**src/source/cpu_port_pkg.sv**
```systemverilog
// Processor-side types of the coherent memory subsystem
// Word-addressed request and response seen by each L1 data cache
`default_nettype none

package cpu_port_pkg;

    localparam int ADDR_W = 32;  // Word address width
    localparam int WORD_W = 32;  // One block is one word

    typedef logic [ADDR_W-1:0] addr_t;
    typedef logic [WORD_W-1:0] word_t;

    // Request is held steady until busy is seen low
    typedef struct packed {
        logic  rd;      // Load
        logic  wr;      // Store
        addr_t addr;
        word_t wdata;
    } cpu_req_t;

    typedef struct packed {
        logic  busy;    // Request present, not yet complete
        word_t rdata;   // Valid in the completion cycle of a read
    } cpu_resp_t;

endpackage

`default_nettype wire

```
**src/source/coh_bus_pkg.sv**
```systemverilog
// Shared snooping bus definitions
// MESI line states, bus commands, and the request, response, snoop and L2 structs
`default_nettype none

package coh_bus_pkg;

    import cpu_port_pkg::*;

    // INVALID is zero so a cleared state array reads as empty
    typedef enum logic [1:0] {
        INVALID   = 2'b00,
        SHARED    = 2'b01,
        EXCLUSIVE = 2'b10,
        MODIFIED  = 2'b11
    } mesi_t;

    typedef enum logic [1:0] {
        BUS_RD  = 2'b00,  // Read for sharing
        BUS_RDX = 2'b01,  // Read for ownership, peers invalidate
        BUS_WB  = 2'b10   // Victim writeback, never snooped
    } bus_cmd_t;

    typedef struct packed {
        logic     valid;  // Level, held with the fields until done
        bus_cmd_t cmd;
        addr_t    addr;
        word_t    data;   // Writeback data
    } bus_req_t;

    typedef struct packed {
        logic  done;      // One-cycle pulse to the requester only
        logic  shared;    // Some peer kept a copy
        word_t data;
    } bus_resp_t;

    typedef struct packed {
        logic     valid;  // One-cycle broadcast
        bus_cmd_t cmd;
        addr_t    addr;
    } snoop_t;

    // Returned one cycle after the snoop pulse
    typedef struct packed {
        logic  hit;
        logic  dirty;     // Line was MODIFIED
        word_t data;
    } snoop_resp_t;

    typedef struct packed {
        logic  rd;        // Held until ready
        logic  wr;
        addr_t addr;
        word_t wdata;
    } l2_req_t;

    typedef struct packed {
        logic  ready;     // One-cycle pulse
        word_t rdata;     // Valid with ready
    } l2_resp_t;

endpackage

`default_nettype wire

```
**src/source/l1_dcache.sv**
```systemverilog
// Direct-mapped L1 data cache with MESI line states
// Serves processor hits in one cycle, resolves misses and S-state writes
// over the shared bus, and answers snoops from peer caches in every state.
// One line holds one 32-bit word.
`timescale 1ns/1ps
`default_nettype none

module l1_dcache
    import cpu_port_pkg::*, coh_bus_pkg::*;
#(
    parameter int LINES = 4
) (
    input  logic        CLK,
    input  logic        rst_n,
    input  cpu_req_t    cpu_req,
    output cpu_resp_t   cpu_resp,
    output bus_req_t    bus_req,
    input  bus_resp_t   bus_resp,
    input  snoop_t      snoop,
    output snoop_resp_t snoop_resp
);

    localparam int IDX_W = $clog2(LINES);
    localparam int TAG_W = ADDR_W - IDX_W;

    typedef enum logic [1:0] {IDLE, WRITEBACK, FETCH, FINISH} state_t;

    // Line storage
    mesi_t            mesi_mem [LINES];
    logic [TAG_W-1:0] tag_mem  [LINES];
    word_t            data_mem [LINES];

    state_t state_q, next_state;

    // Processor side lookup
    logic [IDX_W-1:0] cpu_idx;
    logic [TAG_W-1:0] cpu_tag;
    mesi_t            line_mesi;
    logic             cpu_active;
    logic             cpu_hit;

    // Snoop side lookup
    logic [IDX_W-1:0] snp_idx;
    logic [TAG_W-1:0] snp_tag;
    mesi_t            snp_mesi;
    logic             snp_hit;
    logic             snp_conflict;

    // Line update controls from the FSM
    logic  line_we;
    word_t line_data;
    logic  mesi_we;
    mesi_t mesi_new;
    logic  rdata_ld;
    word_t rdata_nxt;
    word_t rdata_q;

    logic  snp_hit_q, snp_dirty_q;
    word_t snp_data_q;

    assign cpu_idx    = cpu_req.addr[IDX_W-1:0];
    assign cpu_tag    = cpu_req.addr[ADDR_W-1:IDX_W];
    assign line_mesi  = mesi_mem[cpu_idx];
    assign cpu_active = cpu_req.rd || cpu_req.wr;
    assign cpu_hit    = (line_mesi != INVALID) && (tag_mem[cpu_idx] == cpu_tag);

    assign snp_idx  = snoop.addr[IDX_W-1:0];
    assign snp_tag  = snoop.addr[ADDR_W-1:IDX_W];
    assign snp_mesi = mesi_mem[snp_idx];
    assign snp_hit  = (snp_mesi != INVALID) && (tag_mem[snp_idx] == snp_tag);
    // A snoop on the same set this cycle would race the lookup, so wait one cycle
    assign snp_conflict = snoop.valid && (snp_idx == cpu_idx);

    // Completion cycle is FINISH, where busy drops with rdata valid
    assign cpu_resp.busy  = cpu_active && (state_q != FINISH);
    assign cpu_resp.rdata = rdata_q;

    always_comb begin
        next_state = state_q;
        line_we    = 1'b0;
        line_data  = cpu_req.wdata;
        mesi_we    = 1'b0;
        mesi_new   = INVALID;
        rdata_ld   = 1'b0;
        rdata_nxt  = data_mem[cpu_idx];
        case (state_q)
            IDLE: begin
                if (cpu_active && !snp_conflict) begin
                    if (cpu_req.rd && cpu_hit) begin
                        rdata_ld   = 1'b1;                 // Read hit in any valid state
                        next_state = FINISH;
                    end else if (cpu_req.wr && cpu_hit && line_mesi != SHARED) begin
                        line_we    = 1'b1;                 // Silent E->M, or M stays M
                        mesi_we    = 1'b1;
                        mesi_new   = MODIFIED;
                        next_state = FINISH;
                    end else if (!cpu_hit && line_mesi == MODIFIED) begin
                        next_state = WRITEBACK;            // Dirty victim goes out first
                    end else begin
                        next_state = FETCH;                // Miss, or write on S
                    end
                end
            end
            WRITEBACK: begin
                if (bus_resp.done) begin
                    mesi_we    = 1'b1;                     // Victim now clean in L2
                    mesi_new   = INVALID;
                    next_state = FETCH;
                end
            end
            FETCH: begin
                if (bus_resp.done) begin
                    line_we   = 1'b1;
                    line_data = cpu_req.wr ? cpu_req.wdata : bus_resp.data;  // Merge store
                    mesi_we   = 1'b1;
                    if (cpu_req.wr)
                        mesi_new = MODIFIED;
                    else if (bus_resp.shared)
                        mesi_new = SHARED;
                    else
                        mesi_new = EXCLUSIVE;
                    rdata_ld   = 1'b1;
                    rdata_nxt  = bus_resp.data;
                    next_state = FINISH;
                end
            end
            default: next_state = IDLE;                    // FINISH lasts one cycle
        endcase
    end

    // Bus request follows the FSM state
    always_comb begin
        bus_req.valid = (state_q == WRITEBACK) || (state_q == FETCH);
        if (state_q == WRITEBACK) begin
            bus_req.cmd  = BUS_WB;
            bus_req.addr = {tag_mem[cpu_idx], cpu_idx};  // Victim address
            bus_req.data = data_mem[cpu_idx];
        end else begin
            bus_req.cmd  = cpu_req.wr ? BUS_RDX : BUS_RD;
            bus_req.addr = cpu_req.addr;
            bus_req.data = cpu_req.wdata;
        end
    end

    // Control state and MESI array
    always_ff @(posedge CLK or negedge rst_n) begin
        if (!rst_n) begin
            state_q     <= IDLE;
            snp_hit_q   <= 1'b0;
            snp_dirty_q <= 1'b0;
            for (int i = 0; i < LINES; i++)
                mesi_mem[i] <= INVALID;
        end else begin
            state_q <= next_state;
            if (mesi_we)
                mesi_mem[cpu_idx] <= mesi_new;
            snp_hit_q   <= snoop.valid && snp_hit;
            snp_dirty_q <= snoop.valid && snp_hit && (snp_mesi == MODIFIED);
            // Snoop state change lands with the answer
            if (snoop.valid && snp_hit) begin
                if (snoop.cmd == BUS_RDX)
                    mesi_mem[snp_idx] <= INVALID;
                else if (snoop.cmd == BUS_RD && snp_mesi != SHARED)
                    mesi_mem[snp_idx] <= SHARED;            // M->S, E->S
            end
        end
    end

    // Tags, data and read data
    always_ff @(posedge CLK) begin
        if (line_we) begin
            tag_mem[cpu_idx]  <= cpu_tag;
            data_mem[cpu_idx] <= line_data;
        end
        if (rdata_ld)
            rdata_q <= rdata_nxt;
        snp_data_q <= data_mem[snp_idx];
    end

    assign snoop_resp.hit   = snp_hit_q;
    assign snoop_resp.dirty = snp_dirty_q;
    assign snoop_resp.data  = snp_data_q;

endmodule

`default_nettype wire
```
**config.mk**
```make
export PLATFORM = sky130hd
export DESIGN_NAME = l1_dcache
export DESIGN_NICKNAME = d
export VERILOG_FILES = /design/src/source/cpu_port_pkg.sv /design/src/source/coh_bus_pkg.sv /design/src/source/l1_dcache.sv
export SDC_FILE = /design/constraint.sdc
export NUM_CORES = 1
export LEC_CHECK = 0
export ABC_CLOCK_PERIOD_IN_PS = 6400
export BUFFER_PORTS_ARGS = -buffer_cell sky130_fd_sc_hd__buf_2
export CAP_MARGIN = 15
export CORE_MARGIN = 2
export CORE_UTILIZATION = 45
export CTS_BUF_LIST = sky130_fd_sc_hd__clkbuf_2 sky130_fd_sc_hd__clkbuf_4 sky130_fd_sc_hd__clkbuf_8
export DETAILED_ROUTE_END_ITERATION = 10
export PLACE_DENSITY = 0.69
export SLEW_MARGIN = 10
export SYNTH_ARGS = -nofsm -noshare
export SYNTH_HDL_FRONTEND = slang
export SYNTH_SLANG_ARGS = --single-unit
```
**constraint.sdc**
```tcl
create_clock -name CLK -period 6.4 [get_ports CLK]
set_input_delay 1.28 -clock CLK [delete_from_list [all_inputs] [get_ports CLK]]
set_output_delay 1.28 -clock CLK [all_outputs]
set_load 0.05 [all_outputs]
```
==> results.md, run 1 <==
- Warnings from Yosys: 0
- Routed WL: 35.6 mm
- Area after DPL: 0.0171 mm^2
- Post-Syn Area: 0.0152 mm^2
- # hold bufs at CTS: 0
- TritonCTS buffer count: 53
- Dominant synthesized flop cell: edfxtp_1
- Setup Skew: 0.0337 ns
- Crit path max fanout: 33
- Horiz. Die Dim: 188 um
- Cell Rows: 67
- Max Root-Sink Buffers: 3
- Synth Instances: 816
- Worst-Margin Slew: 1.05 ns
- Delay-heaviest family, CP: buffers and inverters
- Buf/Inv on CP: 4
- DIE HEIGHT: 188 um
- Most frequent cell after synthesis: edfxtp_1
- Area growth syn-to-layout: 19.4%
- DR vias: 8828
- Slowest stage delay, CP: 0.60 ns
- Post-route design area: 0.0181 mm^2
- Post-synth top area share: 55.3%
- Starting DRT DRC Count: 473
- Core area: 0.0334 mm^2
- Cell taking the most area after synthesis: edfxtp_1
- Critical-path cell list: buf_4, buf_4, buf_4, mux4_2, mux2_2, buf_2
- Max Fclk: 190 MHz
- Die area: 0.0353 mm^2
- Initial Utilization: 45.6%
- Final setup fails: 0
- Max Slew Vio Count: 0
- Initial antenna violation count: 8
- Placed Cells incl. Taps: 1499
- WHS: 0.554 ns
- Sequential power share: 41.7%
- GRT Overall Usage: 20.3%
- CTS Sinks: 324
- Static leakage: 6.36 nW
- Final HPWL DP: 23.7 mm
- Fin cells: 1602
- Cell mode on critical path: buf_4
- Antenna Nets Post-Route: 0
- Min-Delay Path Class: register to register
- RSZ-0062 raised after global routing: no
- Area contributors post-synth: edfxtp_1 55%, mux4_2 19%, mux2_2 9.3%
- Max_slew headroom: 29.9%
- Clock share of power: 28.8%
- Startpoint types: input port
- Pint: 0.00416 W
- GRT overflow: 0
- Crit. End Element: primary output
- Worst path arrival time: 3.98 ns
- Post-route clock period utilization: 82.2%
- Comb power frac: 29.5%
- Post-synth EDFFs: 280
- Port buffer count: 270
- Synth async-reset ratio: 3.70%
- Register area: 0.00935 mm^2
- Io pins: 271
- Multi-input logic area: 0.00565 mm^2
- Syn_area_per_cell: 18.6 um^2
- Post-cts sizing count: 0
- DRT Pass-1 Iters: 7
- Clock transition at path regs: 0.07 ns
- Commonest cells post-synth: 280 x edfxtp_1, 127 x mux4_2, 126 x mux2_2
- CP max stage cell: mux4_2
- First-pass GRT wire length: 54.2 mm
- Switch Pwr: 0.00213 W
- Clock root cell: clkbuf_8
- Minimum clock period: 5.26 ns
- Required @ worst endpoint: 5.12 ns
- Switching Share: 33.8%
- Maxcap violations: 0
- Wire per inst: 22.2 um
- Cell Pwr Density: 346 mW/mm^2
- Vias in the first global route: 9090
- Layout cells sized above 1: 55.9%
- TritonCTS clock tree: yes
- Yosys cell types: 47
- Number of nets in the layout: 1247
- Synthesized flop and latch total: 324
- Final hold viol count: 0
- Status: completed
- Setup bufs post-CTS: 0
- Via/cell ratio: 5.51
- H-tree depth: 2
- Register area share after synthesis: 61.5%
- Fill count: 2750
- Post-synthesis net count: 957
- Residual DRC: 0
- WS Path Type: input port to primary output
- Highest ir drop seen on vdd: 0.000194 V
- RD Place Congestion: 0.794
- Clk Latency, worst-skew pair: 0.59 ns
- Largest net degree at the start of global routing: 66
- TNS Setup: 0 ns
-- power by group through the flow --
stage	Sequential, W	Combinational [W]	Clock [W]
floorplan	0.00287	0.00119	0
global placement	0.00266	0.00186	0
detailed placement	0.00267	0.00187	0
CTS	0.00262	0.00187	0.00186
global route	0.00264	0.00196	0.00195
finish	0.00262	0.00185	0.00181
-- cell type report --
type	count	area share (%)
clock buffers	72	4.94
flip-flops and latches	324	51.5
repair buffers	286	8.16
inverters	5	0.103
clock inverters	26	1.02
diodes	5	0.0689
multi-input cells	436	31.1
well taps	448	3.09
-- final timing paths --
kind | from | endpoint | slack [ns] | cells after the start
min reg2reg | state_q[1] | state_q[0] | 0.55 | 1
max | cpu_req[32] | bus_req[30] | 1.14 | 6
max in group asynchronous | rst_n | mesi_mem[1] | 5.57 | 1
min in group asynchronous | rst_n | state_q[1] | 0.58 | 1
max reg2reg | tag_mem[0][25] | tag_mem[2][0] | 2.65 | 8
min | state_q[1] | state_q[0] | 0.55 | 1
-- through the flow --
step / power [W] / worst slack (ns) / util [%]
2_1_floorplan: 0.00406 / 0.102 / -
3_3_place_gp: 0.00452 / 1.05 / 51.1
3_5_place_dp: 0.00453 / 1.05 / 51.1
4_1_cts: 0.00636 / 1.05 / 54.4
5_1_grt: 0.00655 / 0.919 / 54.4
6_report: 0.00629 / 1.14 / 54.4
-- cells by family (layout without fill, tap and decap cells) --
logic type	count (synthesis)	count (layout)	share of synthesized area, %
mux	254	254	28.3
xor+xnor	62	62	3.57
simple gates	83	83	3.04
flops	324	324	61.5
compound gates	33	33	1.44
other cells	0	5	0
buf+inv	56	389	1.82
fa+ha+maj	4	4	0.329
-- placed cells by master (no fill, tap or decap), types with 13 or more instances in the layout --
cell type	instances
clkbuf_4	15
edfxtp_1	280
clkbuf_8	57
mux2_2	126
xnor2_1	60
nand4_1	13
buf_2	266
buf_4	20
dfxtp_1	32
mux4_2	127
-- routing by layer --
| layer | global-route usage, % | routed length, um |
|---|---|---|
| met5 | 0 | 13 |
| met4 | 5.75 | 645 |
| met3 | 3.41 | 2060 |
| met2 | 34.4 | 18300 |
| met1 | 27.1 | 14600 |
-- state kept, by name, indices dropped and copies added (netlist names) --
signal / cells
tag_mem: 120
snp_hit_q: 1
rdata_q: 32
data_mem: 128
snp_dirty_q: 1
state_q: 2
mesi_mem: 8
snp_data_q: 32
(Power assumes the default switching activity.)
==> inputs of run 2 (changes only) <==
--- a/config.mk
+++ b/config.mk
@@ -5,14 +5,15 @@
 export SDC_FILE = /design/constraint.sdc
 export NUM_CORES = 1
 export LEC_CHECK = 0
-export ABC_CLOCK_PERIOD_IN_PS = 6400
+export ABC_AREA = 1
+export ABC_CLOCK_PERIOD_IN_PS = 4950
 export BUFFER_PORTS_ARGS = -buffer_cell sky130_fd_sc_hd__buf_2
 export CAP_MARGIN = 15
 export CORE_MARGIN = 2
 export CORE_UTILIZATION = 45
 export CTS_BUF_LIST = sky130_fd_sc_hd__clkbuf_2 sky130_fd_sc_hd__clkbuf_4 sky130_fd_sc_hd__clkbuf_8
 export DETAILED_ROUTE_END_ITERATION = 10
-export PLACE_DENSITY = 0.69
+export PLACE_DENSITY = 0.66
 export SLEW_MARGIN = 10
 export SYNTH_ARGS = -nofsm -noshare
 export SYNTH_HDL_FRONTEND = slang
==> constraint.sdc (replaced) <==
create_clock -name CLK -period 4.95 [get_ports CLK]
set_input_delay 0.99 -clock CLK [delete_from_list [all_inputs] [get_ports CLK]]
set_output_delay 0.99 -clock CLK [all_outputs]
set_load 0.05 [all_outputs]
==> run 2 against run 1 <==
Net effect: cell count grew 54%; largest power group unchanged; critical path type unchanged; power grew 36%; global-route usage rose by 4.9 points.
==> results.md, run 2 <==
- Critical-path cell list: buf_2, buf_12, nand2_1, clkinv_1, buf_12, a22oi_1, o221ai_1, nand2_1, nand2_1, buf_2
- First-pass GRT wire length: 70.4 mm (+30%)
- R2R cell count: 16 (+8)
- DR vias: 13400 (+52%)
- Startpoint types: input port
- Final hold viol count: 0 (unchanged)
- Antenna Nets Post-Route: 0 (unchanged)
- Die area: 0.0365 mm^2 (+3.5%)
- Clock transition at path regs: 0.06 ns (about the same)
- Synthesized flop and latch total: 324 (unchanged)
- Sequential power share: 39.8% (-1.9 points)
- Initial antenna violation count: 3 (-5)
- Area contributors post-synth: edfxtp_1 53%, nand2_1 15%, a22oi_1 5.4%
- Static leakage: 8.41 nW (+32%)
- Layout Utilization: 54.6% (+0.18 points)
- Clock root cell: clkbuf_8
- Clk Latency, worst-skew pair: 0.58 ns (about the same)
- Port buffer count: 270 (unchanged)
- Highest ir drop seen on vdd: 0.000333 V (+71%)
- # hold bufs at CTS: 0 (unchanged)
- Post-route design area: 0.0188 mm^2 (+3.6%)
- Pint: 0.00525 W (+26%)
- Switching Share: 38.5% (+4.7 points)
- Min-Delay Path Class: input port to asynchronous set/reset pin
- Cell Pwr Density: 454 mW/mm^2 (+31%)
- Setup Skew: 0.0210 ns (-0.0127 ns)
- Syn_area_per_cell: 9.30 um^2 (-50%)
- Switch Pwr: 0.00329 W (+55%)
- Most frequent cell after synthesis: nand2_1
- Yosys cell types: 34 (-28%)
- Setup bufs post-CTS: 0 (unchanged)
- DRT Pass-1 Iters: 5 (-2)
- Initial Utilization: 45.7% (+0.11 points)
- GRT overflow: 0 (unchanged)
- Max Fclk: 241 MHz
- Max Slew Vio Count: 0 (unchanged)
- Final HPWL DP: 31.0 mm (+31%)
- Post-synthesis net count: 1833 (+92%)
- Io pins: 271 (unchanged)
- Largest register by flop count: data_mem
- Comb power frac: 32.4% (+2.9 points)
- Synth Instances: 1692 (+110%)
- Biggest regs: data_mem (128), tag_mem (120)
- WS Path Type: input port to primary output
- Largest net degree at the start of global routing: 65 (-1.5%)
- Wire per inst: 18.9 um (-15%)
- Slowest stage delay, CP: 0.42 ns (-0.18 ns)
- Status: completed
- Residual DRC: 0 (unchanged)
- WHS: 0.308 ns (-0.246 ns)
- Commonest non-fill, non-tap cell in the layout: nand2_1
- CP max stage cell: clkinv_1
- Horiz. Die Dim: 191 um (+1.7%)
- Post-synth EDFFs: 280 (unchanged)
- TritonCTS buffer count: 51 (-3.8%)
- Area growth syn-to-layout: 19.5% (about the same)
- Cell Rows: 68 (+1.5%)
- Routed WL: 46.5 mm (+30%)
- Cell mode on critical path: nand2_1
- Max_slew headroom: 49.7% (+20 points)
- Max Root-Sink Buffers: 3 (unchanged)
- Required @ worst endpoint: 3.96 ns (-1.16 ns)
- Crit. End Element: primary output
- Commonest cells post-synth: 617 x nand2_1, 280 x edfxtp_1, 176 x inv_1
- Core area: 0.0345 mm^2 (+3.3%)
- Vias in the first global route: 13000 (+43%)
- Final setup fails: 0 (unchanged)
- RD Place Congestion: 0.848 (+6.8%)
- Worst path arrival time: 3.16 ns (-0.82 ns)
- Area after DPL: 0.0177 mm^2 (+3.8%)
- Warnings from Yosys: 0 (unchanged)
- Dominant synthesized flop cell: edfxtp_1
- Maxcap violations: 0 (unchanged)
- Starting DRT DRC Count: 1028 (+120%)
- H-tree depth: 2 (unchanged)
- Post-synth top area share: 53.4% (-1.9 points)
- Via/cell ratio: 5.44 (-1.4%)
- Max reg flops: 128 (unchanged)
- Clock share of power: 27.8% (-1.0 points)
- TNS Setup: 0 ns (unchanged)
- Register area share after synthesis: 59.4% (-2.1 points)
- Synth async-reset ratio: 3.70% (unchanged)
- Minimum clock period: 4.15 ns
- Cell taking the most area after synthesis: edfxtp_1
- DIE HEIGHT: 191 um (+1.7%)
- CTS Sinks: 324 (unchanged)
- Worst-Margin Slew: 0.751 ns (-0.301 ns)
- Post-Syn Area: 0.0157 mm^2 (+3.5%)
- Post-cts sizing count: 0 (unchanged)
- TritonCTS clock tree: yes
- RSZ-0062 raised after global routing: no
- GRT Overall Usage: 25.2% (+4.9 points)
- Post-route clock period utilization: 83.9%
- Layout cells sized above 1: 20.8% (-35 points)
- Most frequent cells in the layout: 615 x nand2_1, 280 x edfxtp_1, 270 x buf_2
- Number of nets in the layout: 2102 (+69%)
- Crit path max fanout: 63 (+91%)
run 2: cell types whose count changed in the layout (fill, tap and decap cells not counted), sizes merged, moves of 19 or more:
cell	before	now
nand2	10	619
inv	7	180
mux4	128	0
mux2	126	0
a22oi	0	114
o21ai	8	110
o221ai	0	63
nand3	7	67
nor2	13	68
xnor2	60	6
buf	286	305
run 2: kinds of logic (layout without fill, tap and decap cells):
| group | after synthesis | count (layout) | synth area share, % |
|---|---|---|---|
| DFF | 324 | 324 | 59.4 |
| adders and majority gates | 4 | 4 | 0.318 |
| xor gates and xnor gates | 9 | 9 | 0.501 |
| buffers and inverters | 271 | 583 | 6.95 |
| AOI/OAI and AO/OA | 316 | 316 | 13.6 |
| and+or+nand+nor | 768 | 768 | 19.3 |
| other | 0 | 3 | 0 |
run 2: power groups by stage:
stage	Combinational [W]	Sequential, W	Clock (W)
3_5_place_dp	0.00277	0.00345	0
4_1_cts	0.00277	0.00339	0.00241
3_3_place_gp	0.00274	0.00344	0
6_report	0.00277	0.00339	0.00237
2_1_floorplan	0.00167	0.00373	0
5_1_grt	0.00296	0.00342	0.00252
run 2: path summary, 6_finish.rpt:
path / from / to / slack [ns]
setup / recovery: cpu_req[32] / bus_req[22] / 0.80
hold / removal: rst_n / snp_hit_q / 0.31
setup reg to reg: tag_mem[2][21] / tag_mem[2][10] / 2.06
hold reg to reg: data_mem[1][18] / snp_data_q[18] / 0.51
max in group asynchronous: rst_n / state_q[1] / 4.40
min in group CLK: data_mem[1][18] / snp_data_q[18] / 0.51
run 2: metrics by stage:
stage               total power (W)  setup slack [ns]  cells
floorplan                   0.00540            -0.529   1692
global placement            0.00618             0.860   2363
detailed placement          0.00621             0.852   2363
CTS                         0.00858             0.847   2459
global route                0.00890             0.685   2461
finish                      0.00853             0.798   2462
run 2: area by class of cell:
type / count / area [um^2]
inverters: 182 / 683
multi-input cells: 1097 / 5380
clock buffers: 81 / 996
repair buffers: 305 / 1730
flip-flops and latches: 324 / 9350
diodes: 3 / 7.51
fillers: 3039 / 15700
clock inverters: 15 / 100
well taps: 455 / 569
run 2: metal layers:
layer,track usage (%),up-vias,share of wire (%)
met2,42.5,593,48
met3,4.88,111,8.1
met1,32.2,6326,41
met4,9.24,2,3.0
li1,-,6351,-
met5,0,-,0.034
run 2: worst max-delay path, delay by kind of cell:
kind,cells,cell delay [ns]
buf+inv,5,1.27
simple gates,3,0.48
compound gates,2,0.38
